$ cat src/verilog/missile_pkg.sv
package missile_pkg;

	////////////////////
	// widths
	////////////////////
	localparam int addr_w = 16;
	localparam int data_w = 8;
	localparam int vram_addr_w = 14;
	localparam int dot_w = 9;
	localparam int line_w = 8;

	////////////////////
	// frame geometry
	////////////////////
	// dots per line, incl. horizontal blank
	localparam logic [dot_w-1:0] line_dots = 9'd320;
	localparam logic [dot_w-1:0] active_dots = 9'd256;
	localparam int frame_lines = 256;
	// lines 0..24 blanked
	localparam logic [line_w-1:0] vblank_lines = 8'd25;
	localparam logic [dot_w-1:0] hsync_start = 9'd272;
	localparam logic [dot_w-1:0] hsync_end = 9'd303;
	localparam logic [line_w-1:0] vsync_start = 8'd4;
	localparam logic [line_w-1:0] vsync_end = 8'd7;
	// bottom 32 lines carry the third colour bit
	localparam logic [line_w-1:0] third_colour_line = 8'd224;

	////////////////////
	// address map
	////////////////////
	// out latch on write, in0 on read, same page
	localparam logic [7:0] page_out = 8'h48;
	localparam logic [7:0] page_in0 = 8'h48;
	localparam logic [7:0] page_in1 = 8'h49;
	localparam logic [7:0] page_colour = 8'h4B;
	localparam logic [addr_w-1:0] ram_top = 16'h4000;
	// addr[15:13] for third colour access
	localparam logic [2:0] third_colour_page = 3'b111;

	// one bus cycle from the master
	typedef struct packed {
		logic [addr_w-1:0] addr;
		logic [data_w-1:0] wdata;
		logic write;
		logic read;
		logic madsel;
	} bus_req_t;

	typedef struct packed {
		logic ram;
		logic pixel_2col;
		logic pixel_3col;
		logic colour;
		logic in0;
		logic in1;
		logic out_latch;
	} chip_sel_t;

	typedef struct packed {
		logic [dot_w-1:0] dot;
		logic [line_w-1:0] line;
		logic h_blank;
		logic v_blank;
		logic third_zone;
		logic ce_5m;
	} scan_t;

	typedef struct packed {
		logic [7:0] r;
		logic [7:0] g;
		logic [7:0] b;
	} rgb_t;

	typedef logic [2:0] colnum_t;
	typedef logic [3:0] palette_t;

	// operator switches, active high
	typedef struct packed {
		logic coin;
		logic start_1;
		logic start_2;
		logic fire_l_1;
		logic fire_c_1;
		logic fire_r_1;
		logic fire_l_2;
		logic fire_c_2;
		logic fire_r_2;
	} buttons_t;

	// quadrature-style clock and direction per axis
	typedef struct packed {
		logic v_clk;
		logic v_dir;
		logic h_clk;
		logic h_dir;
	} trackball_t;

endpackage

$ cat src/verilog/address_decoder.sv
`timescale 1ns/1ns

module address_decoder (
	input missile_pkg::bus_req_t req,
	output missile_pkg::chip_sel_t sel
);

	logic [7:0] page;
	logic third_page;

	assign page = req.addr[15:8];
	// top three address bits pick the third colour area
	assign third_page = req.addr[15:13] == missile_pkg::third_colour_page;

	////////////////////
	// chip selects
	////////////////////
	always_comb
	begin
		sel = '0;
		if (req.madsel)
		begin
			// indirect access, bitmap pixels only
			sel.pixel_3col = third_page;
			sel.pixel_2col = !third_page;
		end
		else
		begin
			// plain byte ram
			sel.ram = req.addr < missile_pkg::ram_top;
			sel.colour = page == missile_pkg::page_colour;
			// in0 on reads, control latch on writes
			sel.in0 = page == missile_pkg::page_in0 && !req.write;
			sel.in1 = page == missile_pkg::page_in1;
			sel.out_latch = page == missile_pkg::page_out && req.write;
		end
	end

endmodule

$ cat config.mk
export PLATFORM = sky130hd
export DESIGN_NAME = address_decoder
export DESIGN_NICKNAME = d
export VERILOG_FILES = /design/src/verilog/missile_pkg.sv /design/src/verilog/address_decoder.sv
export SDC_FILE = /design/constraint.sdc
export NUM_CORES = 1
export LEC_CHECK = 0
export BUFFER_PORTS_ARGS = -buffer_cell sky130_fd_sc_hd__clkbuf_2
export CAP_MARGIN = 20
export CELL_PAD_IN_SITES_DETAIL_PLACEMENT = 2
export CELL_PAD_IN_SITES_GLOBAL_PLACEMENT = 2
export CORE_AREA = 2 2 39 41
export DETAILED_ROUTE_END_ITERATION = 16
export DIE_AREA = 0 0 41 43
export PLACE_DENSITY = 0.95
export SYNTH_ARGS = -nofsm -noshare
export SYNTH_HDL_FRONTEND = slang
export SYNTH_SLANG_ARGS = --single-unit
$ cat constraint.sdc
create_clock -name vclk -period 2.11
set_input_delay 0.1055 -clock vclk [all_inputs]
set_output_delay 0.1055 -clock vclk [all_outputs]
set_load 0.01 [all_outputs]
; ---- Word level (Yosys, flattened, before mapping)
; Index checks and enable logic that the tools add are counted.
[word_totals]
register_bits = 0
[op_classes]
n_reduce_logical = 4
n_eq_ne = 4
order_cmp = 1
muxes = 3
[ops]
columns = op, n
row1 = $eq 8x7->1 const B, 3
row2 = $lt 16x15->1 const B, 1
row3 = $mux 4, 1
row4 = $eq 3x3->1 const B, 1
row5 = $logic_and 1x1->1, 2
row6 = $logic_not 1->1, 2
row7 = $mux 2, 1
row8 = $mux 1, 1

; ---- Longest topological paths before layout
[depth]
depth_word = 3
ltp_mapped = 2
depth_no_buf = 2

; ---- Worst setup path after synthesis
; Ideal clock, no wire load.
[synth_path]
path_type = input to output
startpoint = input req[26] in the netlist's numbering
endpoint = output sel[0] in the netlist's numbering
setup_slack_ns = 0.890
stages = 2
arrival_time_ns = 1.115
n_path_buf = 0
path_cell_list = or4b_1 > nor4_1
[synth_rtl]
columns = element, line
row1 = from (decl), address_decoder.sv:4  ; input missile_pkg::bus_req_t req,
row2 = to (decl), address_decoder.sv:5  ; output missile_pkg::chip_sel_t sel

==> flow_summary.toml <==
[status]
status = "completed"

[route]
drtIter0Drc = 2
wl_um = 451
dr.pass1.iters = 2
drt.antenna.violating_nets = 0
vias_per_cell = 3.915
vias = 184
wl_per_cell_um = 9.596
drc = 0

[timing]
min_period_over_period_pct = 64.66
fmax_ghz = 0.7329
worst_slew_pin_slew_ps = 226.7
relSlewSlack_pct = 84.75
tns_ps = 0
finalMaxSlewViolations = 0
period_minus_slack_ps = 1364
setup_viol = 0
rsz0062_at_grt = "false"
layout_setup_ws_ps = 745.6
finalHoldViolations = 0
whs_ps = 472.0

[pwr]
netSwitchingFraction_pct = 50.23
leakage_nw = 0.1020
p_int_mw = 0.01126
p_per_area_nw_per_um2 = 120.5
power.switching_mw = 0.01136
power_frac_comb_pct = 100.0
seq_power_share_pct = 0
clkPwrFrac_pct = 0
finalPower_mw = 0.02262
ir_drop_v = 0.00002040

[final_layout]
seq_area_um2 = 0
syn_to_final_growth_pct = 127.3
fin_nets = 60
seq_cells = 0
drive_gt1_share_pct = 54.84
clkbuf_count = 0
final_area_um2 = 187.7
final_cell_mix = "clkbuf_2 (17), inv_1 (3), nor3_1 (3)"
layout_commonest_cell = "clkbuf_2"
diodes = 0

[critical_path]
critPathCaptureType = "primary output"
crit_type = "in2out"
cpMostUsedCell = "clkbuf_2"
worstSetupStartpointType = "input port"
slowest_delay_ps = 610
crit_slowest_cell = "or4b_1"
required_ps = 2000
path_cells = "clkbuf_2 > or4b_1 > nor4_1 > clkbuf_2"
worstPathMaxFanout = 4
critical_path_arrival_ps = 1260

[global_route]
grt_pass1_vias = 184
overflow = 0
grt_max_degree = 6
grt_pass1_wl_um = 696
antenna_found_initial = 0
groute.usage.overall_pct = 5.195

[die]
die_h_um = 43
num_io_pins = 34
die_x_um = 41
core_um2 = 1384
rows = 14
dieArea_um2 = 1763
start_util_pct = 5.967

[synth]
syn_inst = 14
yosysWarnings = 0
synth_cell_types = 8
syn_nets = 41
netlist_area_um2 = 82.58
yosysSeqAreaShare_pct = 0
syn_area_per_cell_um2 = 5.898

[clock_tree]
postCtsSetupBuffers = 0
cts_resized = 0
cts_hold_buffers = 0

[worst_hold_path]
hold_class = "in2out"

[placed_design]
dpl-instance-area_um2 = 187.7
post-place-ws_ps = 739.4
portBuffers = 17
gp_congestion = 0.6022

[run]
drv_cap = 0
-- layout make-up --
type | count | area [um2]
well taps | 16 | 20.02
fillers | 179 | 1196
inverters | 3 | 11.26
repair buffers | 17 | 85.08
multi-input cells | 11 | 71.32
-- per-layer routing --
layer  global-route usage [%]  wire length (um)  share of wire, %  vias to the layer above
li1                         -                 -                 -                       87
met1                    6.646               192                43                       80
met2                    9.688               193                43                       17
met3                        0                65                14                        0
met4                        0                 0                 0                        0
met5                        0                 0                 0                        -
-- logic make-up after synthesis --
group	after synthesis	synth area share, %
buffers and inverters	3	13.64
and+or+nand+nor	11	86.35
-- power by group through the flow --
stage          sequential (mW)  clock [mW]  combinational [mW]
3_5_place_dp                 0           0              0.0230
5_1_grt                      0           0              0.0256
6_report                     0           0              0.0226
2_1_floorplan                0           0             0.00688
3_3_place_gp                 0           0              0.0222
4_1_cts                      0           0              0.0232
-- worst max-delay path, delay by kind of cell --
family / cells / cell delay, ps
and+or+nand+nor: 2 / 870
buffers and inverters: 2 / 280
-- metrics by stage --
step,utilization [%],std cells
after floorplan,-,14
after global placement,13.56,47
after detailed placement,13.56,47
after CTS,13.56,47
after global routing,13.56,47
final,13.56,47
-- Yosys cell counts --
cell      count  area [um2]
inv_1         3       11.26
nor3_1        3       15.01
nor4_1        2       12.51
or4b_1        2       20.02
and2_1        1       6.260
nand3_1       1       5.000
nand4b_1      1       8.760
nor2_1        1       3.750
-- worst paths after layout --
check	startpoint	end	cells after the start
min	req[2]	sel[2]	3
max	req[26]	sel[0]	4
(Power assumes the default switching activity.)
