`config.mk`:
```
export PLATFORM = sky130hd
export DESIGN_NAME = player_controls
export DESIGN_NICKNAME = d
export VERILOG_FILES = /design/src/verilog/missile_pkg.sv /design/src/verilog/player_controls.sv
export SDC_FILE = /design/constraint.sdc
export NUM_CORES = 1
export LEC_CHECK = 0
export BUFFER_PORTS_ARGS = -buffer_cell sky130_fd_sc_hd__buf_2
export CORE_ASPECT_RATIO = 1.5
export CORE_MARGIN = 2
export CORE_UTILIZATION = 43
export CTS_BUF_LIST = sky130_fd_sc_hd__clkbuf_8
export DETAILED_ROUTE_END_ITERATION = 7
export PLACE_DENSITY = 0.87
export SLEW_MARGIN = 10
export SYNTH_ARGS = -nofsm -noshare
export SYNTH_HDL_FRONTEND = slang
export SYNTH_SLANG_ARGS = --single-unit
```
`constraint.sdc`:
```
create_clock -name clk_10M -period 1.5 [get_ports clk_10M]
set_input_delay 0.075 -clock clk_10M [delete_from_list [all_inputs] [get_ports clk_10M]]
set_output_delay 0.075 -clock clk_10M [all_outputs]
set_load 0.01 [all_outputs]
```
`src/verilog/missile_pkg.sv`:
```
package missile_pkg;

	////////////////////
	// widths
	////////////////////
	localparam int addr_w = 16;
	localparam int data_w = 8;
	localparam int vram_addr_w = 14;
	localparam int dot_w = 9;
	localparam int line_w = 8;

	////////////////////
	// frame geometry
	////////////////////
	// dots per line, incl. horizontal blank
	localparam logic [dot_w-1:0] line_dots = 9'd320;
	localparam logic [dot_w-1:0] active_dots = 9'd256;
	localparam int frame_lines = 256;
	// lines 0..24 blanked
	localparam logic [line_w-1:0] vblank_lines = 8'd25;
	localparam logic [dot_w-1:0] hsync_start = 9'd272;
	localparam logic [dot_w-1:0] hsync_end = 9'd303;
	localparam logic [line_w-1:0] vsync_start = 8'd4;
	localparam logic [line_w-1:0] vsync_end = 8'd7;
	// bottom 32 lines carry the third colour bit
	localparam logic [line_w-1:0] third_colour_line = 8'd224;

	////////////////////
	// address map
	////////////////////
	// out latch on write, in0 on read, same page
	localparam logic [7:0] page_out = 8'h48;
	localparam logic [7:0] page_in0 = 8'h48;
	localparam logic [7:0] page_in1 = 8'h49;
	localparam logic [7:0] page_colour = 8'h4B;
	localparam logic [addr_w-1:0] ram_top = 16'h4000;
	// addr[15:13] for third colour access
	localparam logic [2:0] third_colour_page = 3'b111;

	// one bus cycle from the master
	typedef struct packed {
		logic [addr_w-1:0] addr;
		logic [data_w-1:0] wdata;
		logic write;
		logic read;
		logic madsel;
	} bus_req_t;

	typedef struct packed {
		logic ram;
		logic pixel_2col;
		logic pixel_3col;
		logic colour;
		logic in0;
		logic in1;
		logic out_latch;
	} chip_sel_t;

	typedef struct packed {
		logic [dot_w-1:0] dot;
		logic [line_w-1:0] line;
		logic h_blank;
		logic v_blank;
		logic third_zone;
		logic ce_5m;
	} scan_t;

	typedef struct packed {
		logic [7:0] r;
		logic [7:0] g;
		logic [7:0] b;
	} rgb_t;

	typedef logic [2:0] colnum_t;
	typedef logic [3:0] palette_t;

	// operator switches, active high
	typedef struct packed {
		logic coin;
		logic start_1;
		logic start_2;
		logic fire_l_1;
		logic fire_c_1;
		logic fire_r_1;
		logic fire_l_2;
		logic fire_c_2;
		logic fire_r_2;
	} buttons_t;

	// quadrature-style clock and direction per axis
	typedef struct packed {
		logic v_clk;
		logic v_dir;
		logic h_clk;
		logic h_dir;
	} trackball_t;

endpackage

```
`src/verilog/player_controls.sv`:
```
`timescale 1ns/1ns

module player_controls (
	input logic clk_10M,
	input logic reset,
	input missile_pkg::bus_req_t req,
	input logic out_sel,
	input missile_pkg::buttons_t buttons,
	input missile_pkg::trackball_t trackball,
	output logic [missile_pkg::data_w-1:0] in0,
	output logic [6:0] in1_low
);

	// control bit 0, selects trackball on in0
	logic ctrld;
	missile_pkg::trackball_t tb_meta;
	missile_pkg::trackball_t tb_sync;
	missile_pkg::trackball_t tb_last;
	logic [3:0] count_v;
	logic [3:0] count_h;

	// one step of a mod-16 count, dir high counts down
	function automatic logic [3:0] step(
		input logic [3:0] count,
		input logic rise,
		input logic dir
	);
		if (!rise)
			return count;
		return dir ? count - 4'd1 : count + 4'd1;
	endfunction

	////////////////////
	// latch and counters
	////////////////////
	always_ff @(posedge clk_10M or posedge reset)
	begin
		if (reset)
		begin
			ctrld <= 1'b0;
			tb_meta <= '0;
			tb_sync <= '0;
			tb_last <= '0;
			count_v <= '0;
			count_h <= '0;
		end
		else
		begin
			if (out_sel)
				ctrld <= req.wdata[0];
			// two flop synchronizer then edge history
			tb_meta <= trackball;
			tb_sync <= tb_meta;
			tb_last <= tb_sync;
			if (ctrld)
			begin
				count_v <= step(count_v, tb_sync.v_clk && !tb_last.v_clk, tb_sync.v_dir);
				count_h <= step(count_h, tb_sync.h_clk && !tb_last.h_clk, tb_sync.h_dir);
			end
		end
	end

	// switches read back inverted
	assign in0 = ctrld ? {count_v, count_h} :
		{!buttons.coin, 2'b11, !buttons.start_1, !buttons.start_2,
		!buttons.fire_l_2, !buttons.fire_c_2, !buttons.fire_r_2};
	assign in1_low = {4'b1111, !buttons.fire_l_1, !buttons.fire_c_1, !buttons.fire_r_1};

endmodule

```
Yosys cells after proc, flatten, opt, wreduce, memory -nomap -nowiden --
Index checks and enable logic that the tools add are counted. W data, S select, Z words.
Cells by class: add/sub/neg operators 4, eq/ne operators 2, multiplexer cells 9, reduce and logical (&&, ||, !) cells 15
Operator list (number):
- $mux W4 | 4
- $logic_not A1 Y1 | 11
- $add A4 B1 Y4 const B | 2
- $mux W8 | 1
- $sub A4 B1 Y4 const B | 2
- $mux W1 | 4
- $ne A2 B2 Y1 const B | 2
- $reduce_and A2 Y1 | 2
- $logic_and A1 B1 Y1 | 2
Word-level totals: flip-flop bits (word level) 19, input port bits 43, output and inout port bits 15, word-level logic and storage cells 43

Logic depth before layout (Yosys ltp) --
depth in word-level cells 6, mapped depth 5, mapped depth without buffers 5

Worst setup path after synthesis --
OpenSTA, ideal clock, no wires.
kind flip-flop to flip-flop, from register tb_sync[0] (netlist name), to register count_h[3], library setup time 0.128 ns, arrival time 1.216 ns, data required time 1.372 ns, path slack 0.156 ns, cell stages (with the launch flop) 6, buffers on the path 0, clock period less this slack 1.344 ns, path through dfrtp_1 ha_1 a21oi_1 and3_1 nor3_2 xor2_1
Between the ends: cells in the longest elaborated chain, start to end 2
Ends and longest elaborated chain:
- start, declared | line player_controls.sv:17 | missile_pkg::trackball_t tb_sync;
- start signal, assigned | line player_controls.sv:53 | tb_sync <= tb_meta;
- $mux W4 (2 in series) | line player_controls.sv:30 | return dir ? count - 4'd1 : count + 4'd1;
- end signal, assigned | line player_controls.sv:58 | count_h <= step(count_h, tb_sync.h_clk && !tb_last.h_clk, tb_sync.h_dir);
- end, declared | line player_controls.sv:20 | logic [3:0] count_h;
No other way between the ends. The select of a mux whose other input is x is not followed. A chain may end at the register's enable or synchronous reset.

Worst setup path in the final report --
from register tb_sync[2] (netlist name), to register count_v[3]
Between the ends: cells in the longest elaborated chain, start to end 2
Ends and longest elaborated chain:
- $mux W4 (2 in series) | line player_controls.sv:30
- end signal, assigned | line player_controls.sv:57 | count_v <= step(count_v, tb_sync.v_clk && !tb_last.v_clk, tb_sync.v_dir);
- end, declared | line player_controls.sv:19 | logic [3:0] count_v;
No other way between the ends. The select of a mux whose other input is x is not followed.

==> out/metrics.cfg <==
[synth]
yosys.area.top_type=dfrtp_1
ys_seq_area_frac=0.5307
synth_fa_ha_area_frac=0.1006
synth_edf_count=0
ys_async_sr_fraction=1.000
synth_mux_area_frac=0.04609
avgSynthCellArea_um2=11.20
synth_top_area_frac=0.5307
synth_seq_cells=19
syn_area_um2=895.9
yosys.area_share.simple=0.1131
synth_xor_area_frac=0.05866
ys.flop_type=dfrtp_1
yosysWarnings=0
synthDistinctLibCells=20
ys_top_cells_by_area=dfrtp_1 (53%), ha_1 (5.6%), inv_1 (4.6%)
synthCells=80
synth_compound_area_frac=0.06145
synth_top_family_by_area=simple AND/OR/NAND/NOR gates

[power_and_ir_drop]
power.leakage_nw=0.6015
powerDensity_nw_per_um2=1504
power.total_mw=1.745
vdd_drop_max_uv=937.0

[grt]
grt_max_degree=20
antenna_found_initial=0
grt_pass1_wl_um=2504
grt_pass1_vias=622
track_usage=0.1531
grt-ovfl-total=0

[clock_tree]
cts_tree=done
insertion_delay_ps=250
cts_sinks=19
clk_pin_slew_ps=70
postCtsSetupBuffers=0
htree_levels=1
cts_root_buffer=clkbuf_8
cts_buffers=3
clock_path_buffers=2

[timing]
final.setup.tns_ps=0
skew_ps=1.169
hold_violations=0
worst_pin_slew_ps=673.9
setup_violations=0
hold_ws_ps=51.65
finalCritPeriodShare=0.9582
min_period_ps=1437
slew_headroom=0.5502
fmax_mhz=695.7
slew_viol_final=0
rsz0062_at_grt=false

[placed_design]
place.gp.congestion=0.7281
port_buffers=27
dp_hpwl_um=1174

[run]
cap_violations=0

[setup_path]
reg2reg_from=tb_sync[2]
ff2ff_setup_slack_ps=60
critPathTopFamily=flip-flops
cp_slowest_stage_delay_ps=410
startpoint=tb_sync[2]
crit_path_max_fanout=3
critPathCaptureType=register
path_buf_inv=0
path_cells=ha_1, a21oi_2, a21oi_1, nor3_2, xnor2_1
worstSetupPathType=register to register
crit_arrival_ps=1610
worstPathRequired_ps=1680
slowest_stage=dfrtp_1
start_kind=register

[detailed_routing]
wirelength_um=1564
dr.pass1.iters=4
antenna_left=0
wl_per_cell_um=11.42
drc=0
via_count=660
avgViaCountPerCell=4.818
drtIter0Drc=4

[final_layout]
syn_to_final_growth_pct=29.47
diodes=0
final_util=0.5794
nets=165
final_common_cell=buf_2
drive_gt1_frac=0.3565
layout_common_cells=buf_2 (27), dfrtp_1 (18), inv_1 (11)

[die]
die_w_um=41.27
die_area_um2=2472
std_cell_rows=20
core_area_um2=2002
ios=58
initial_utilization=0.4475
dieHeight_um=59.90

[min_path]
hold_path.startpoint=req[3]
hp-class=input port to register

[status]
status=completed

## worst register-to-register path, cell delays in order (launching register included)
cell,delay (ps)
dfrtp_1,410
ha_1,360
a21oi_2,170
a21oi_1,90
nor3_2,180
xnor2_1,140
## synthesized netlist by cell type (3+ instances only)
cell / count
xnor2_1: 3
dfrtp_1: 19
mux2i_1: 3
inv_1: 11
buf_4: 4
ha_1: 4
a21oi_1: 4
nand2_1: 8
o21ai_0: 6
xor2_1: 3
## state kept, by name, indices dropped and copies added (netlist names)
name / flops
count_h: 4
tb_last: 2
ctrld: 1
count_v: 4
tb_meta: 4
tb_sync: 4
## final timing paths
kind,end,cells after the start
max reg2reg,count_v[3],5
max in group asynchronous,ctrld,3
max,count_v[3],5
min in group asynchronous,tb_sync[1],3
min,ctrld,2
min reg2reg,tb_sync[0],0
## cells by family (layout without fill, tap and decap cells)
logic type	Yosys count	count (layout)
muxes	4	4
DFF	19	19
adders and majority gates	6	6
other	1	4
AOI/OAI and AO/OA	11	11
xor gates and xnor gates	6	6
and+or+nand+nor	17	17
buffers and inverters	16	48
## metrics by stage
stage / instance area, um^2 / std cells / setup slack (ps)
floorplan: 907.1 / 83 / 156.4
global placement: 1042 / 128 / 117.8
detailed placement: 1042 / 128 / 29.79
CTS: 1139 / 137 / 8.918
global route: 1160 / 137 / 0.1149
finish: 1160 / 137 / 62.65
## metal layers
layer  track usage  vias up  part of all wire
li1              -      317                 -
met4       0.08295        0             0.022
met5             0        -                 0
met1        0.1841      314              0.38
met3       0.02230        5             0.047
met2        0.2500       24              0.55
## cell type report
class,count,area (um^2)
clock buffer,3,41.29
clock inverter,1,5.005
fill,177,842.1
inverter,11,41.29
multi-input combinational,48,375.4
sequential,19,476.7
tap,22,27.53
timing repair buffer,33,192.7
## power by group
part	switching [mW]	total (mW)	internal, mW
Sequential	0.110	0.748	0.638
Clock	0.161	0.345	0.184
Combinational	0.339	0.652	0.312
Total	0.610	1.74	1.13
## timing repair
action | CTS | global route
hold buffers | 5 | 0
hold endpoints to repair | 23 | 0
setup endpoints to repair | 0 | 3
resized for setup | 0 | 4
Power figures use the tool's default switching activity.
