===== config.mk =====
export PLATFORM = sky130hd
export DESIGN_NAME = pixel_shifter
export DESIGN_NICKNAME = d
export VERILOG_FILES = /design/src/verilog/missile_pkg.sv /design/src/verilog/pixel_shifter.sv
export SDC_FILE = /design/constraint.sdc
export NUM_CORES = 1
export LEC_CHECK = 0
export BUFFER_PORTS_ARGS = -buffer_cell sky130_fd_sc_hd__buf_2
export CAP_MARGIN = 10
export CORE_MARGIN = 2
export CORE_UTILIZATION = 50
export CTS_CLUSTER_SIZE = 24
export DETAILED_ROUTE_END_ITERATION = 8
export MAX_ROUTING_LAYER = met4
export PLACE_DENSITY = 0.71
export SYNTH_ARGS = -nofsm -noshare
export SYNTH_HDL_FRONTEND = slang
export SYNTH_SLANG_ARGS = --single-unit

===== constraint.sdc =====
create_clock -name clk_10M -period 2.3 [get_ports clk_10M]
set_input_delay 0.23 -clock clk_10M [delete_from_list [all_inputs] [get_ports clk_10M]]
set_output_delay 0.23 -clock clk_10M [all_outputs]
set_load 0.005 [all_outputs]

===== src/verilog/missile_pkg.sv =====
package missile_pkg;

	////////////////////
	// widths
	////////////////////
	localparam int addr_w = 16;
	localparam int data_w = 8;
	localparam int vram_addr_w = 14;
	localparam int dot_w = 9;
	localparam int line_w = 8;

	////////////////////
	// frame geometry
	////////////////////
	// dots per line, incl. horizontal blank
	localparam logic [dot_w-1:0] line_dots = 9'd320;
	localparam logic [dot_w-1:0] active_dots = 9'd256;
	localparam int frame_lines = 256;
	// lines 0..24 blanked
	localparam logic [line_w-1:0] vblank_lines = 8'd25;
	localparam logic [dot_w-1:0] hsync_start = 9'd272;
	localparam logic [dot_w-1:0] hsync_end = 9'd303;
	localparam logic [line_w-1:0] vsync_start = 8'd4;
	localparam logic [line_w-1:0] vsync_end = 8'd7;
	// bottom 32 lines carry the third colour bit
	localparam logic [line_w-1:0] third_colour_line = 8'd224;

	////////////////////
	// address map
	////////////////////
	// out latch on write, in0 on read, same page
	localparam logic [7:0] page_out = 8'h48;
	localparam logic [7:0] page_in0 = 8'h48;
	localparam logic [7:0] page_in1 = 8'h49;
	localparam logic [7:0] page_colour = 8'h4B;
	localparam logic [addr_w-1:0] ram_top = 16'h4000;
	// addr[15:13] for third colour access
	localparam logic [2:0] third_colour_page = 3'b111;

	// one bus cycle from the master
	typedef struct packed {
		logic [addr_w-1:0] addr;
		logic [data_w-1:0] wdata;
		logic write;
		logic read;
		logic madsel;
	} bus_req_t;

	typedef struct packed {
		logic ram;
		logic pixel_2col;
		logic pixel_3col;
		logic colour;
		logic in0;
		logic in1;
		logic out_latch;
	} chip_sel_t;

	typedef struct packed {
		logic [dot_w-1:0] dot;
		logic [line_w-1:0] line;
		logic h_blank;
		logic v_blank;
		logic third_zone;
		logic ce_5m;
	} scan_t;

	typedef struct packed {
		logic [7:0] r;
		logic [7:0] g;
		logic [7:0] b;
	} rgb_t;

	typedef logic [2:0] colnum_t;
	typedef logic [3:0] palette_t;

	// operator switches, active high
	typedef struct packed {
		logic coin;
		logic start_1;
		logic start_2;
		logic fire_l_1;
		logic fire_c_1;
		logic fire_r_1;
		logic fire_l_2;
		logic fire_c_2;
		logic fire_r_2;
	} buttons_t;

	// quadrature-style clock and direction per axis
	typedef struct packed {
		logic v_clk;
		logic v_dir;
		logic h_clk;
		logic h_dir;
	} trackball_t;

endpackage


===== src/verilog/pixel_shifter.sv =====
`timescale 1ns/1ns

module pixel_shifter (
	input logic clk_10M,
	input logic reset,
	input missile_pkg::scan_t scan,
	input logic [missile_pkg::data_w-1:0] video_data,
	output logic [missile_pkg::vram_addr_w-1:0] video_addr,
	output missile_pkg::colnum_t colnum
);

	// fetch runs three dots ahead of the display
	localparam logic [missile_pkg::dot_w-1:0] fetch_lead = 9'd3;

	logic [missile_pkg::dot_w-1:0] ahead;
	logic wrap;
	logic [missile_pkg::dot_w-1:0] fetch_x;
	logic [missile_pkg::line_w-1:0] fetch_line;
	logic fetch_zone;
	logic [missile_pkg::vram_addr_w-1:0] addr_2col;
	logic [missile_pkg::vram_addr_w-1:0] addr_3col;
	logic [missile_pkg::data_w-1:0] byte_2col;
	logic [3:0] nib_hi;
	logic [3:0] nib_lo;
	logic [7:0] third_bits;

	////////////////////
	// fetch position
	////////////////////
	assign ahead = scan.dot + fetch_lead;
	// past the end of line, fetch for next line
	assign wrap = ahead >= missile_pkg::line_dots;
	assign fetch_x = wrap ? ahead - missile_pkg::line_dots : ahead;
	assign fetch_line = wrap ? scan.line + 1'b1 : scan.line;
	assign fetch_zone = wrap ? fetch_line >= missile_pkg::third_colour_line : scan.third_zone;

	// same mapping the cpu side uses
	assign addr_2col = {fetch_line, fetch_x[7:2]};
	assign addr_3col = {3'b000, fetch_line[3], !fetch_line[3], fetch_line[2:0],
		fetch_x[7:3], fetch_line[4]};

	////////////////////
	// fetch and shift
	////////////////////
	// 2col addr on dot 1 of group, data held on dot 2, load on dot 3
	// 3col addr on dot 6, load on dot 7
	always_ff @(posedge clk_10M or posedge reset)
	begin
		if (reset)
		begin
			video_addr <= '0;
			nib_hi <= '0;
			nib_lo <= '0;
			third_bits <= '0;
		end
		else if (scan.ce_5m)
		begin
			if (scan.dot[1:0] == 2'd1)
				video_addr <= addr_2col;
			else if (scan.dot[2:0] == 3'd6 && fetch_zone)
				video_addr <= addr_3col;

			if (scan.dot[1:0] == 2'd3)
			begin
				nib_hi <= byte_2col[7:4];
				nib_lo <= byte_2col[3:0];
			end
			else
			begin
				nib_hi <= nib_hi >> 1;
				nib_lo <= nib_lo >> 1;
			end

			// third bit forced low outside the bottom zone
			if (scan.dot[2:0] == 3'd7)
				third_bits <= fetch_zone ? video_data : '0;
			else
				third_bits <= third_bits >> 1;
		end
	end

	// park 2col byte so the port is free for the 3col fetch
	always_ff @(posedge clk_10M)
	begin
		if (scan.ce_5m && scan.dot[1:0] == 2'd2)
			byte_2col <= video_data;
	end

	assign colnum = {nib_hi[0], nib_lo[0], third_bits[0]};

endmodule


# [Yosys cells after proc, flatten, opt, wreduce, memory -nomap -nowiden]
# Cells that the tools add are included.
[totals] register_bits=38 in_bits=31 output_inout_bits=17 word_cells=29
[classes] addsub=3 magnitude_cmp=2 n_eq_ne=5 mux=9 reduce_logical=5
[op_table] cell="$mux 8" count=4
[op_table] cell="$mux 14" count=2
[op_table] cell="$add 9x2->9 const B" count=1
[op_table] cell="$ge 9x9->1 const B" count=1
[op_table] cell="$add 8x1->8 const B" count=1
[op_table] cell="$ge 8x8->1 const B" count=1
[op_table] cell="$mux 4" count=2
[op_table] cell="$sub 8x7->8 const B" count=1
[op_table] cell="$eq 3x3->1 const B" count=2
[op_table] cell="$eq 2x2->1 const B" count=2
[op_table] cell="$eq 2x1->1 const B" count=1
[op_table] cell="$logic_and 1x1->1" count=2
[op_table] cell="$reduce_and 2->1" count=1
[op_table] cell="$reduce_bool 2->1" count=1
[op_table] cell="$logic_not 1->1" count=1
[op_table] cell="$mux 1" count=1

# [Depth between registers and ports, before layout]
[depth] ltp_word=8 mapped_depth=15 ltp_nobuf=12

# [Worst setup path after synthesis]
# OpenSTA, ideal clock, no wires.
[synth_timing] kind="input to register" from="in scan[12] (netlist bit)" to="reg video_addr[4] (netlist bit)" setup_ns=0.125 t_arrival_ns=2.806 required_ns=2.175 slack_ns=-0.632 stages=15 path_buffers=3 cell_sequence="buf_4 > o21ai_0 > nor2_1 > nand2_1 > xor2_1 > ha_1 > and4b_1 > nand3_2 > o211a_1 > buf_6 > o211ai_2 > a211oi_2 > a21oi_4 > buf_6 > mux2_4"
[synth_between] elab_chain_len=8 word_cells_on_any_way=14 classes_between="2 x add/sub; 2 x order compare; 2 x eq/ne; 5 x mux; 3 x reduce/logical"
[synth_rtl] item="start, declared" line="pixel_shifter.sv:6" text="input missile_pkg::scan_t scan,"
[synth_rtl] item="$add 9x2->9" line="pixel_shifter.sv:30" text="assign ahead = scan.dot + fetch_lead;"
[synth_rtl] item="$ge 9x9->1" line="pixel_shifter.sv:32" text="assign wrap = ahead >= missile_pkg::line_dots;"
[synth_rtl] item="$mux 8" line="pixel_shifter.sv:34" text="assign fetch_line = wrap ? scan.line + 1'b1 : scan.line;"
[synth_rtl] item="$ge 8x8->1" line="pixel_shifter.sv:35" text="assign fetch_zone = wrap ? fetch_line >= missile_pkg::third_colour_line : scan.third_zone;"
[synth_rtl] item="$mux 1" line="pixel_shifter.sv:35"
[synth_rtl] item="$logic_and 1x1->1" line="pixel_shifter.sv:60" text="else if (scan.dot[2:0] == 3'd6 && fetch_zone)"
[synth_rtl] item="$reduce_bool 2->1 (no source line)"
[synth_rtl] item="$reduce_and 2->1 (no source line)"
[synth_rtl] item="end signal, assigned" line="pixel_shifter.sv:59" text="video_addr <= addr_2col;"
[synth_rtl] item="end signal, assigned" line="pixel_shifter.sv:61" text="video_addr <= addr_3col;"
[synth_rtl] item="end, declared" line="pixel_shifter.sv:8" text="output logic [missile_pkg::vram_addr_w-1:0] video_addr,"
# Parallel ways exist; a longest one is shown, timed or not. The select of a mux whose other input is x is not followed.
# A chain may end at the register's enable or synchronous reset.

# [Worst setup path in the final report]
[layout_timing] from="in scan[13] (netlist bit)" to="reg video_addr[0] (netlist bit)"
# Same word-level chain as after synthesis.

==> flow_summary.ini <==
[run_status]
status = finished with violations
violations = setup timing

[timing]
rsz0062_at_grt = yes
setup_slack_ns = -0.0895
relSlewSlack_pct = 65.2
slew_viol_final = 0
finalHoldViolations = 0
tns_ns = -1.19
worst_pin_slew_ns = 0.520
clock_skew_ns = 0.00861
setup_viol = 18
fmaxAchievable_ghz = 0.418
period_share_pct = 104
post-route-min-period_ns = 2.39

[placed_design]
post-place-ws_ns = -0.414
portBuffers = 45
placedCellCount = 299
gp_congestion = 0.794
hpwl_mm = 3.29

[synth]
async_flop_share_pct = 78.9
synth-edff-count = 8
avgSynthCellArea_um2 = 11.1
synth_seq_cells = 38
yosysTopAreaCell = dfrtp_1
ys_warn_count = 0
postSynthCellCount = 195
yosysUniqueCellTypes = 48
synthTopCellsByArea = dfrtp_1, edfxtp_1, mux2_4
ys_seq_area_share_pct = 45.9
synth_top_area_share_pct = 34.7
syn_area_um2 = 2160
synth_nets = 228
ys.flop_type = dfrtp_1

[die]
die_x_um = 69.7
core_area_um2 = 4090
fp.dieArea_um2 = 4860
ios = 48
num_rows = 23
initial_utilization_pct = 52.9
die_y_um = 69.7

[cells_and_area]
diodes = 0
drive_gt1_share_pct = 40.9
fin_nets = 291
syn_to_final_growth_pct = 28.1
final_cells = 309

[power]
p_leak_nw = 1.28
finalPower_mw = 1.82
power_density_nw_per_um2 = 658
ir_drop_mv = 0.552

[clock_tree]
numCtsBuffers = 5
cts-root-buf = clkbuf_8
cts_hold_buf = 0
clkLatencyLatePin_ns = 0.29
path_clk_slew_ns = 0.08
cts_tree = yes
clockBufferDepth = 2
htreeDepth = 2
clock-sinks = 38

[grt]
grt_usage_pct = 19.7
grt_pass1_wl_mm = 7.48
grt_max_degree = 31
grt_antenna_before_repair = 0
grt_pass1_vias = 1640
grt_overflow = 0

[flow_run]
maxCapViolations = 0

[worst_setup_path]
endpoint_kind = flip-flop
reg2reg_from = third_bits[6]
crit_path_end = video_addr[0]
critPathLaunch = scan[13]
worstPathMaxFanout = 9
reg2reg_to = third_bits[5]
path_class = in -> reg
cp.arrival_ns = 2.56
rrSetupSlack_ns = 1.40
ff2ff_path_depth = 2
critPathRequiredTime_ns = 2.47
critPathLaunchType = primary input

[routing]
detail-route-antenna-nets = 0
drt_first_iter_violations = 72
dr.pass1.iters = 4
vias = 1680
routed_wl_mm = 4.59
viasPerCell = 5.44
drc_errors = 0
wire_per_inst_um = 14.9

[hold_path]
hp-class = in -> async
## repair_timing
| item | CTS | global route |
|---|---|---|
| gates resized for setup | 0 | 17 |
| endpoints found under the setup margin | 17 | 22 |
| pin swaps | 4 | 4 |
| buffers inserted | 1 | 1 |
| endpoints found under the hold margin | 0 | 0 |
## power by group
group	internal [mW]	switching (mW)
Combinational	0.229	0.185
Sequential	0.780	0.0455
Clock	0.354	0.229
## cells in the mapped netlist (2+ instances only)
library cell,n
dfrtp_1,30
nand2_1,22
and2_1,11
nor2_1,11
xnor2_1,9
a21oi_1,8
edfxtp_1,8
mux2i_1,8
a221o_1,7
buf_4,6
mux2_4,6
nand3_1,6
o2bb2ai_1,5
inv_1,4
mux2_2,4
o21ai_0,4
xor2_1,4
buf_6,3
clkbuf_1,3
nand4_1,3
a32oi_1,2
and3_1,2
ha_1,2
o211ai_1,2
o21a_1,2
## registers in the layout, summed over array words and instances (netlist names)
register and cells:
nib_hi 4, third_bits 8, video_addr 14, nib_lo 4, byte_2col 8
## through the flow
step	area [µm²]	util, %	hold slack [ns]
floorplan	2190	-	0.321
detailed placement	2560	62.7	0.332
global placement	2560	62.7	0.324
finish	2770	67.7	0.00776
global route	2770	67.7	0.0630
CTS	2690	65.7	0.0238
## worst min-delay path by stage
stage	startpoint	to	slack, ns	cells past startpoint
6_report	reset	video_addr[5]	0.008	3
4_1_cts	reset	third_bits[5]	0.02	3
5_1_grt	reset	video_addr[7]	0.06	3
3_3_place_gp	reset	video_addr[6]	0.32	3
3_5_place_dp	reset	video_addr[7]	0.33	3
2_1_floorplan	reset	nib_hi[0]	0.32	1
## final cells by class
type | instances | area, µm²
Fill cell | 328 | 1320
Multi-Input combinational cell | 139 | 1140
Sequential cell | 38 | 991
Timing Repair Buffer | 70 | 442
Clock buffer | 7 | 86.3
Tap cell | 50 | 62.6
Clock inverter | 1 | 30.0
Inverter | 4 | 15.0
## worst max-delay path, cell delays in order
cell and delay, ns:
buf_6 0.10, o21ai_4 0.17, nor2_4 0.06, xnor2_1 0.20, ha_2 0.20, and4b_1 0.22
nand3_2 0.12, o211a_4 0.28, o211ai_4 0.21, a211oi_4 0.10, a21oi_4 0.19, buf_12 0.17
mux2_4 0.30
## routing by layer
layer / wire length (µm) / global-route usage (%)
met3: 205 / 3.34
met1: 2160 / 25.8
met2: 2160 / 31.1
met5: 0 / -
met4: 63 / 7.05
## cell usage in the layout (no fill, tap or decap), types with 2 or more instances in the layout
master,Yosys,routed
buf_2,1,43
dfrtp_1,30,30
buf_4,6,23
nand2_1,22,21
and2_1,11,11
mux2_4,6,10
xnor2_1,9,9
nor2_1,11,9
a21oi_1,8,8
mux2i_1,8,8
edfxtp_1,8,8
a221o_1,7,7
clkbuf_8,0,6
nand3_1,6,5
o2bb2ai_1,5,5
inv_1,4,4
nand4_1,3,3
o21ai_0,4,3
xor2_1,4,3
buf_6,3,3
o21a_1,2,2
nand3_2,1,2
and3_1,2,2
o211ai_1,2,2
o211ai_4,1,2
a32oi_1,2,2
a21oi_4,1,2
## logic make-up after synthesis
| group | synth area share, % |
|---|---|
| adders and majority gates | 1.16 |
| DFF | 45.9 |
| and+or+nand+nor | 15.7 |
| buffers and inverters | 5.27 |
| muxes | 9.96 |
| AOI/OAI and AO/OA | 16.8 |
| xor gates and xnor gates | 5.27 |
No activity file was read; power rests on OpenSTA's default activity.
