[src/verilog/missile_pkg.sv]
package missile_pkg;

	////////////////////
	// widths
	////////////////////
	localparam int addr_w = 16;
	localparam int data_w = 8;
	localparam int vram_addr_w = 14;
	localparam int dot_w = 9;
	localparam int line_w = 8;

	////////////////////
	// frame geometry
	////////////////////
	// dots per line, incl. horizontal blank
	localparam logic [dot_w-1:0] line_dots = 9'd320;
	localparam logic [dot_w-1:0] active_dots = 9'd256;
	localparam int frame_lines = 256;
	// lines 0..24 blanked
	localparam logic [line_w-1:0] vblank_lines = 8'd25;
	localparam logic [dot_w-1:0] hsync_start = 9'd272;
	localparam logic [dot_w-1:0] hsync_end = 9'd303;
	localparam logic [line_w-1:0] vsync_start = 8'd4;
	localparam logic [line_w-1:0] vsync_end = 8'd7;
	// bottom 32 lines carry the third colour bit
	localparam logic [line_w-1:0] third_colour_line = 8'd224;

	////////////////////
	// address map
	////////////////////
	// out latch on write, in0 on read, same page
	localparam logic [7:0] page_out = 8'h48;
	localparam logic [7:0] page_in0 = 8'h48;
	localparam logic [7:0] page_in1 = 8'h49;
	localparam logic [7:0] page_colour = 8'h4B;
	localparam logic [addr_w-1:0] ram_top = 16'h4000;
	// addr[15:13] for third colour access
	localparam logic [2:0] third_colour_page = 3'b111;

	// one bus cycle from the master
	typedef struct packed {
		logic [addr_w-1:0] addr;
		logic [data_w-1:0] wdata;
		logic write;
		logic read;
		logic madsel;
	} bus_req_t;

	typedef struct packed {
		logic ram;
		logic pixel_2col;
		logic pixel_3col;
		logic colour;
		logic in0;
		logic in1;
		logic out_latch;
	} chip_sel_t;

	typedef struct packed {
		logic [dot_w-1:0] dot;
		logic [line_w-1:0] line;
		logic h_blank;
		logic v_blank;
		logic third_zone;
		logic ce_5m;
	} scan_t;

	typedef struct packed {
		logic [7:0] r;
		logic [7:0] g;
		logic [7:0] b;
	} rgb_t;

	typedef logic [2:0] colnum_t;
	typedef logic [3:0] palette_t;

	// operator switches, active high
	typedef struct packed {
		logic coin;
		logic start_1;
		logic start_2;
		logic fire_l_1;
		logic fire_c_1;
		logic fire_r_1;
		logic fire_l_2;
		logic fire_c_2;
		logic fire_r_2;
	} buttons_t;

	// quadrature-style clock and direction per axis
	typedef struct packed {
		logic v_clk;
		logic v_dir;
		logic h_clk;
		logic h_dir;
	} trackball_t;

endpackage

[src/verilog/colour_palette.sv]
`timescale 1ns/1ns

module colour_palette (
	input logic clk_10M,
	input logic reset,
	input missile_pkg::scan_t scan,
	input missile_pkg::bus_req_t req,
	input logic colour_sel,
	input missile_pkg::colnum_t colnum,
	output missile_pkg::palette_t palette_data,
	output missile_pkg::rgb_t rgb
);

	missile_pkg::palette_t cram [0:7];
	logic bus_side;
	logic [2:0] cram_addr;
	missile_pkg::rgb_t rgb_latch;

	// bus owns the colour ram only in vertical blank
	assign bus_side = scan.v_blank && colour_sel;
	assign cram_addr = bus_side ? req.addr[2:0] : colnum;

	////////////////////
	// colour ram
	////////////////////
	always_ff @(posedge clk_10M)
	begin
		if (bus_side && req.write)
			cram[cram_addr] <= req.wdata[3:0];
		palette_data <= cram[cram_addr];
	end

	// rgb latch, palette bits are active low
	always_ff @(posedge clk_10M or posedge reset)
	begin
		if (reset)
			rgb_latch <= '0;
		else if (scan.ce_5m)
		begin
			rgb_latch.r <= {8{!palette_data[3]}};
			rgb_latch.g <= {8{!palette_data[2]}};
			rgb_latch.b <= {8{!palette_data[1]}};
		end
	end

	// black whenever either blank is up
	assign rgb = (scan.h_blank || scan.v_blank) ? '0 : rgb_latch;

endmodule

[config.mk]
export PLATFORM = sky130hd
export DESIGN_NAME = colour_palette
export DESIGN_NICKNAME = d
export VERILOG_FILES = /design/src/verilog/missile_pkg.sv /design/src/verilog/colour_palette.sv
export SDC_FILE = /design/constraint.sdc
export NUM_CORES = 1
export LEC_CHECK = 0
export BUFFER_PORTS_ARGS = -buffer_cell sky130_fd_sc_hd__buf_2
export CORE_AREA = 10 10 74 76
export DETAILED_ROUTE_END_ITERATION = 16
export DIE_AREA = 0 0 84 86
export PLACE_DENSITY = 0.86
export SLEW_MARGIN = 20
export SYNTH_ARGS = -nofsm -noshare
export SYNTH_HDL_FRONTEND = slang
export SYNTH_SLANG_ARGS = --single-unit
[constraint.sdc]
create_clock -name clk_10M -period 1.1 [get_ports clk_10M]
set_input_delay 0.22 -clock clk_10M [delete_from_list [all_inputs] [get_ports clk_10M]]
set_output_delay 0.22 -clock clk_10M [all_outputs]
set_load 0.01 [all_outputs]
Word level (Yosys, flattened, before mapping)

Memory sizes are Yosys's and may differ from the RTL's. A register that Yosys moved wholly into a read port is not among the register bits.
Index checks and enable logic that the tools add are counted.

Output and inout port bits: 28
Memories kept: 1
Input port bits: 54
RAM bits: 32
Register bits after elaboration: 3
Word-level logic and storage cells: 14

Muxes and demuxes: 4
Reductions and logical operators: 6

Memory list:

| name | words | bits a word | read ports | clocked after Yosys merged registers in | wr ports | line                 | source |
|---|---|---|---|---|---|---|---|
| cram | 8     | 4           | 1          | 1                                       | 1        | colour_palette.sv:14 | `missile_pkg::palette_t cram [0:7];` |

Operator list:

| cell                | number |
|---|---|
| $mux W24            | 1 |
| $logic_not A1 Y1    | 3 |
| $mux W3             | 1 |
| $logic_and A1 B1 Y1 | 2 |
| $mux W1             | 2 |
| $logic_or A1 B1 Y1  | 1 |

Depth between registers and ports, before layout

Gate-level depths: netlist of the first run.

Depth after elaboration: 4
Mapped depth: 6
Depth with buffers taken out: 4

Worst setup path after synthesis of the first run

OpenSTA, ideal clock, no wires.

Path kind: input to register
From: input scan[2] (netlist bit)
To: memory cram[2][0] (netlist bit) (enable)
Library setup time: 0.332 ns
Arrival: 1.070 ns
Required time: 0.768 ns
Setup slack: -0.302 ns
Stages: 4
Path buffers: 1
Cells stage by stage: buf_6 -> and2_1 -> o21ai_1 -> nor2b_1

Longest elaborated chain between the ends: 4
Elaborated cells between the ends (all ways): 5
Classes of those cells: mux: 3; reduce/logical: 2

Ends and longest elaborated chain:

| item                          | line                 | source |
|---|---|---|
| start, declared               | colour_palette.sv:6  | `input missile_pkg::scan_t scan,` |
| $logic_and A1 B1 Y1 (*)       | colour_palette.sv:20 | `assign bus_side = scan.v_blank && colour_sel;` |
| $logic_and A1 B1 Y1           | colour_palette.sv:28 | `if (bus_side && req.write)` |
| $mux W1                       | colour_palette.sv:28 |  |
| $mux W1 (implied by the code) | colour_palette.sv:29 | `cram[cram_addr] <= req.wdata[3:0];` |
| end, declared                 | colour_palette.sv:14 |  |

Mark *: on every way between the ends. The rest lies on a longest branch, timed or not.

==> run metrics, run 1 <==
Slowest-stage cell, CP dfrtp_1; CTS tree yes; CP Cell Sequence and2_4, buf_2; initial antenna violation count 0; reg2reg setup slack 0.09 ns; fmax 824 MHz; DRT iter0 DRCs 31; Worst setup SP type flip-flop; H-tree depth 2; area grow syn2layout 28.0%; setup bufs post-CTS 0; CP Max Fanout 8; area leader, netlist edfxtp_1; critical path arrival 0.99 ns; Sw Ratio 23.1%; P_sw 0.761 mW; Worst Path Required 0.88 ns; crit path launch rgb_latch[8]; wire per inst 17.0 um; synth top area cells edfxtp_1 52%, buf_4 8.6%, a21boi_0 4.9%, and3_1 4.4%, dfxtp_1 4.4%; Worst slew margin 81.5%; FF-to-FF End palette_data[0]; drt pass-1 iters 4; largest net degree at the start of global routing 23; TritonCTS Sinks 39; unrepaired setup endpoints after global routing true; vias per std cell 5.36; Hold WC Path Type input port to flip-flop; number of global-route vias before repair 1,244; most frequent cells in the layout 35 x buf_2, 32 x edfxtp_1, 12 x a21boi_0, 11 x buf_4, 10 x o21ai_1; WP buf/inv 1; crit-path leading delay family flip-flops; ys flop type edfxtp_1; ys async rst share 7.69%; core area 3970 sq um; power share of the clock group 34.0%; CTS Buf Count 5; Mapped Area 1840 sq um; synth warn 0; CP endpoint kind output pin; Place WS -0.329 ns; Total Power 3.29 mW; Seq cells post-synth 39; worst skew pair latency 0.29 ns; Inserted Diodes 0; antenna-violating nets left 0; max-slew violations 0; setup TNS -2.40 ns; root buffer cell clkbuf_8; GRT Residual Overflow 0; syn nets 199; Die ar. 7220 sq um; Rows 23; drt drc 0; Tcrit/Tclk final 110%; area share of the largest cell type after synthesis 52.2%; worst slew pin tran 0.278 ns; slack of the critical path -0.114 ns; Seq pwr share 50.7%; Die H 86 um; kind of critical path flip-flop to output pin; Int Power 2.53 mW; crit path capture rgb[13]; final setup vio count 24; CTS Buffer Depth 2; worst vdd ir 0.858 mV; RR Startpoint cram[2][0]; Worst path max stage delay 0.39 ns; gr usage total 10.9%; fin crit period 1.21 ns; Placer Congestion 0.858; global-route wire length before repair 6200 um; Avg Inst Size Synth 12.7 sq um; PD cells 1400 nW/um^2; Die X 84 um; Initial Util 46.3%; PortBufs 44; share of cells above drive strength 1 51.1%; P_leak 0.920 nW; max-cap check violation count 0; outcome complete, but fails checks; combinational fraction of design power 15.3%; number of I/O pins 82; via count 1,255; Seq/Total Area, Yosys 60.6%; R2R cell count 3; most common cell after layout, fill and taps aside buf_2; clock skew 0.00803 ns; failing checks setup timing; number of cells on the critical path 2; Post-synth EDFFs 32; Syn Inst Count 145; synth unique cells 28; nets@finish 237; Final Hold Vio Count 0; DP HPWL 2960 um; final wirelength 3970 um; Layout Utilization 59.3%; Clock Pin Slew Worst Setup and Hold Paths 0.07 ns
## worst min-delay path by stage
stage / start / endpoint / slack (ns) / depth (start not counted)
finish: scan[0] / rgb_latch[0] / 0.17 / 2
global route: scan[0] / rgb_latch[16] / 0.17 / 2
CTS: scan[0] / rgb_latch[0] / 0.17 / 2
detailed placement: reset / rgb_latch[0] / 0.09 / 2
global placement: reset / rgb_latch[8] / 0.09 / 2
floorplan: reset / rgb_latch[0] / -0.03 / 1
## area by class of cell
class,instances,area [sq um]
sequential,39,1120
clock inverter,1,5.00
fill,299,1620
clock buffer,7,108
multi-input combinational,79,679
inverter,1,3.75
timing repair buffer,57,382
tap,50,62.6
## per-stage QoR
step                      hold WS, ns  cell area (sq um)  instances
after floorplan               -0.0264               1960        145
after global placement         0.0871               2150        225
after detailed placement       0.0894               2150        225
after CTS                       0.169               2310        234
after global routing            0.175               2360        234
final                           0.170               2360        234
## synth_stat cells (2+ instances only)
master	instances
o21ai_1	11
buf_2	2
and2_1	4
edfxtp_1	32
buf_4	21
a21oi_1	3
dfrtp_1	3
nand2_1	2
and3_1	13
mux2i_1	4
o21ai_0	3
dfxtp_1	4
o2111ai_1	4
nor2b_1	6
a21boi_0	12
nand2b_1	2
nor2_1	6
nand4b_1	2
buf_6	2
## kinds of logic (layout without fill, tap and decap cells)
logic type	count (synthesis)	in the layout	synth area share, %
AND/OR/NAND/NOR	38	38	12.3
multiplexers	4	4	2.18
AO/OA/AOI/OAI	37	37	14.1
buffers and inverters	27	66	10.7
flip-flops	39	39	60.6
## power by group through the flow
stage / logic [mW] / clock network (mW) / registers, mW
4_1_cts: 0.487 / 1.14 / 1.67
3_5_place_dp: 0.460 / 0 / 1.70
5_1_grt: 0.548 / 1.21 / 1.67
2_1_floorplan: 0.311 / 0 / 1.71
3_3_place_gp: 0.450 / 0 / 1.70
6_report: 0.504 / 1.12 / 1.67
## sequential cells by signal (all words and copies together) (netlist names)
signal and cells:
cram 32, palette_data 4, rgb_latch 3
## routing by layer
metal | vias to the layer above | global-route usage, % | share of wire, %
met5 | - | 0 | 0
li1 | 590 | - | -
met4 | 0 | 5.94 | 2.8
met2 | 63 | 16.9 | 44
met1 | 592 | 11.6 | 43
met3 | 10 | 6.24 | 10
## what timing repair did
item,4_1_cts,5_1_grt
resized for setup,11,12
endpoints found under the hold margin,3,0
pin swaps,0,3
hold buffers,1,0
setup endpoints to repair,25,40
Power figures use the tool's default switching activity.
==> run 2, diff against run 1 <==
CELL_PAD_IN_SITES_DETAIL_PLACEMENT = 0   (was default)
CELL_PAD_IN_SITES_GLOBAL_PLACEMENT = 1   (was default)
CORE_AREA = 10 10 84 86   (was 10 10 74 76)
DIE_AREA = 0 0 94 96   (was 0 0 84 86)
PLACE_DENSITY = 0.84   (was 0.86)
==> run 2 against run 1 <==
Against the previous run: the run still ends with setup timing left; via count fell by 2.5%; total power is 6.2% lower; global-route usage is 2.0 points lower; worst hold slack better by 0.0026 ns; sequential share of layout area unchanged; critical path depth unchanged; non-clock buffer count up 2; clock power shrank 18%; wire length increased by 2.4%; clock-buffer cell count down 1; final cell count increased by 10%; clock skew is 0.0033 ns lower; critical endpoint is now rgb[7]; largest power group unchanged; highest routed layer unchanged.
==> run metrics, run 2 (synthesized netlist as in run 1, its figures left out) <==
RR Startpoint cram[2][1]; number of I/O pins 82; Die ar. 9020 sq um; global-route wire length before repair 6130 um; CP endpoint kind output pin; max-slew violations 0; final cell area excluding filler cells 2360 sq um; root buffer cell clkbuf_8; worst hold margin 0.173 ns; Tcrit/Tclk final 109%; initial antenna violation count 0; reg2reg setup slack 0.11 ns; outcome complete, but fails checks; drt drc 0; slack of the critical path -0.103 ns; worst skew pair latency 0.29 ns; R2R cell count 3; Worst path max stage delay 0.38 ns; Clock Pin Slew Worst Setup and Hold Paths 0.07 ns; DP HPWL 3110 um; Initial Util 34.1%; gr usage total 8.88%; Largest regs cram: 32 flops, palette_data: 4 flops, rgb_latch: 3 flops; worst vdd ir 0.536 mV; Seq pwr share 54.0%; H-tree depth 2; Hold WC Path Type input port to flip-flop; wire per inst 15.8 um; Worst setup SP type flip-flop; share of cells above drive strength 1 50.5%; nets@finish 239; Int Power 2.33 mW; CP Cell Sequence and2_4, buf_2; via count 1,223; power share of the clock group 29.8%; P_sw 0.756 mW; most frequent cells in the layout 38 x buf_2, 32 x edfxtp_1, 13 x buf_4, 12 x a21boi_0, 10 x o21ai_1; CTS Buf Count 5; final wirelength 4070 um; Worst Path Required 0.88 ns; PD cells 1310 nW/um^2; failing checks setup timing; GRT Residual Overflow 0; kind of critical path flip-flop to output pin; fin crit period 1.20 ns; unrepaired setup endpoints after global routing true; DP Area 2190 sq um; Rows 27; P_leak 0.908 nW; CTS Buffer Depth 2; Biggest register cram; Layout Utilization 43.6%; critical path arrival 0.98 ns; vias per std cell 4.74; Sw Ratio 24.5%; Placer Congestion 0.786; number of global-route vias before repair 1,167; CTS tree yes; FF-to-FF End palette_data[1]; drt pass-1 iters 4; combinational fraction of design power 16.2%; Final Hold Vio Count 0; Die H 96 um; crit path launch rgb_latch[0]; worst slew pin tran 0.248 ns; TritonCTS Sinks 39; crit path capture rgb[7]; DRT iter0 DRCs 83; max-cap check violation count 0; Inserted Diodes 0; most common cell after layout, fill and taps aside buf_2; core area 5410 sq um; Worst slew margin 83.3%; fmax 831 MHz; max reg flops 32; Slowest-stage cell, CP dfrtp_1; Die X 94 um; final setup vio count 24; largest net degree at the start of global routing 26; CP Max Fanout 8; antenna-violating nets left 0; area grow syn2layout 28.0%; clock skew 0.00470 ns; PortBufs 44
-- run 2: cell count changes in the layout (fill, tap and decap cells not counted) --
cell,change
clkbuf_8,-1
clkinvlp_4,+1
nand3_4,+1
buf_2,+3
buf_4,+2
clkbuf_16,-1
o21ai_0,+1
o21ai_2,-1
nand3_2,-1
buf_6,-3
clkbuf_1,+1
-- run 2: power by group through the flow --
stage	registers (mW)	logic [mW]	clock network, mW
after detailed placement	1.70	0.460	0
after CTS	1.67	0.480	0.954
final	1.67	0.500	0.919
after floorplan	1.71	0.311	0
after global placement	1.70	0.456	0
after global routing	1.67	0.543	1.01
-- run 2: routing by layer --
layer  vias up  global-route usage [%]  part of all wire, %
li1        595                       -                    -
met1       567                    10.5                   44
met2        57                    13.8                   44
met3         4                    4.82                   11
met4         0                    2.28                 0.42
met5         -                       0                    0
-- run 2: worst min-delay path by stage --
stage	startpoint	end	slack (ns)	depth (start not counted)
after CTS	scan[0]	rgb_latch[8]	0.16	2
after detailed placement	reset	rgb_latch[8]	0.09	2
after floorplan	reset	rgb_latch[0]	-0.03	1
after global placement	reset	rgb_latch[8]	0.09	2
after global routing	scan[0]	rgb_latch[16]	0.17	2
final	scan[0]	rgb_latch[8]	0.17	2
-- run 2: stage by stage --
stage                     instances  setup slack (ns)  TNS, ns  total power [mW]
after floorplan                 145            -0.194    -4.49              2.02
after global placement          248            -0.315   -12.55              2.16
after detailed placement        248            -0.321   -13.84              2.16
after CTS                       257           -0.0923    -2.15              3.10
after global routing            258            -0.139    -3.14              3.23
final                           258            -0.103    -2.04              3.09
-- run 2: repair_timing --
action,CTS,global route
endpoints found under the setup margin,32,36
buffers inserted,0,1
hold buffers,1,0
resized for setup,8,11
gates cloned,0,0
endpoints found under the hold margin,3,0
pin swaps,0,3
-- run 2: area by class of cell --
type	count	area, sq um
fill	516	3050
sequential	39	1120
multi-input combinational	79	683
timing repair buffer	59	378
tap	72	90.1
clock buffer	6	72.6
clock inverter	2	12.5
inverter	1	3.75
-- run 2: critical path: cells and delay by family, from the launching register on --
| family | cells | cell delay [ns] |
|---|---|---|
| and+or+nand+nor | 1 | 0.18 |
| DFF | 1 | 0.38 |
| buffers and inverters | 1 | 0.14 |
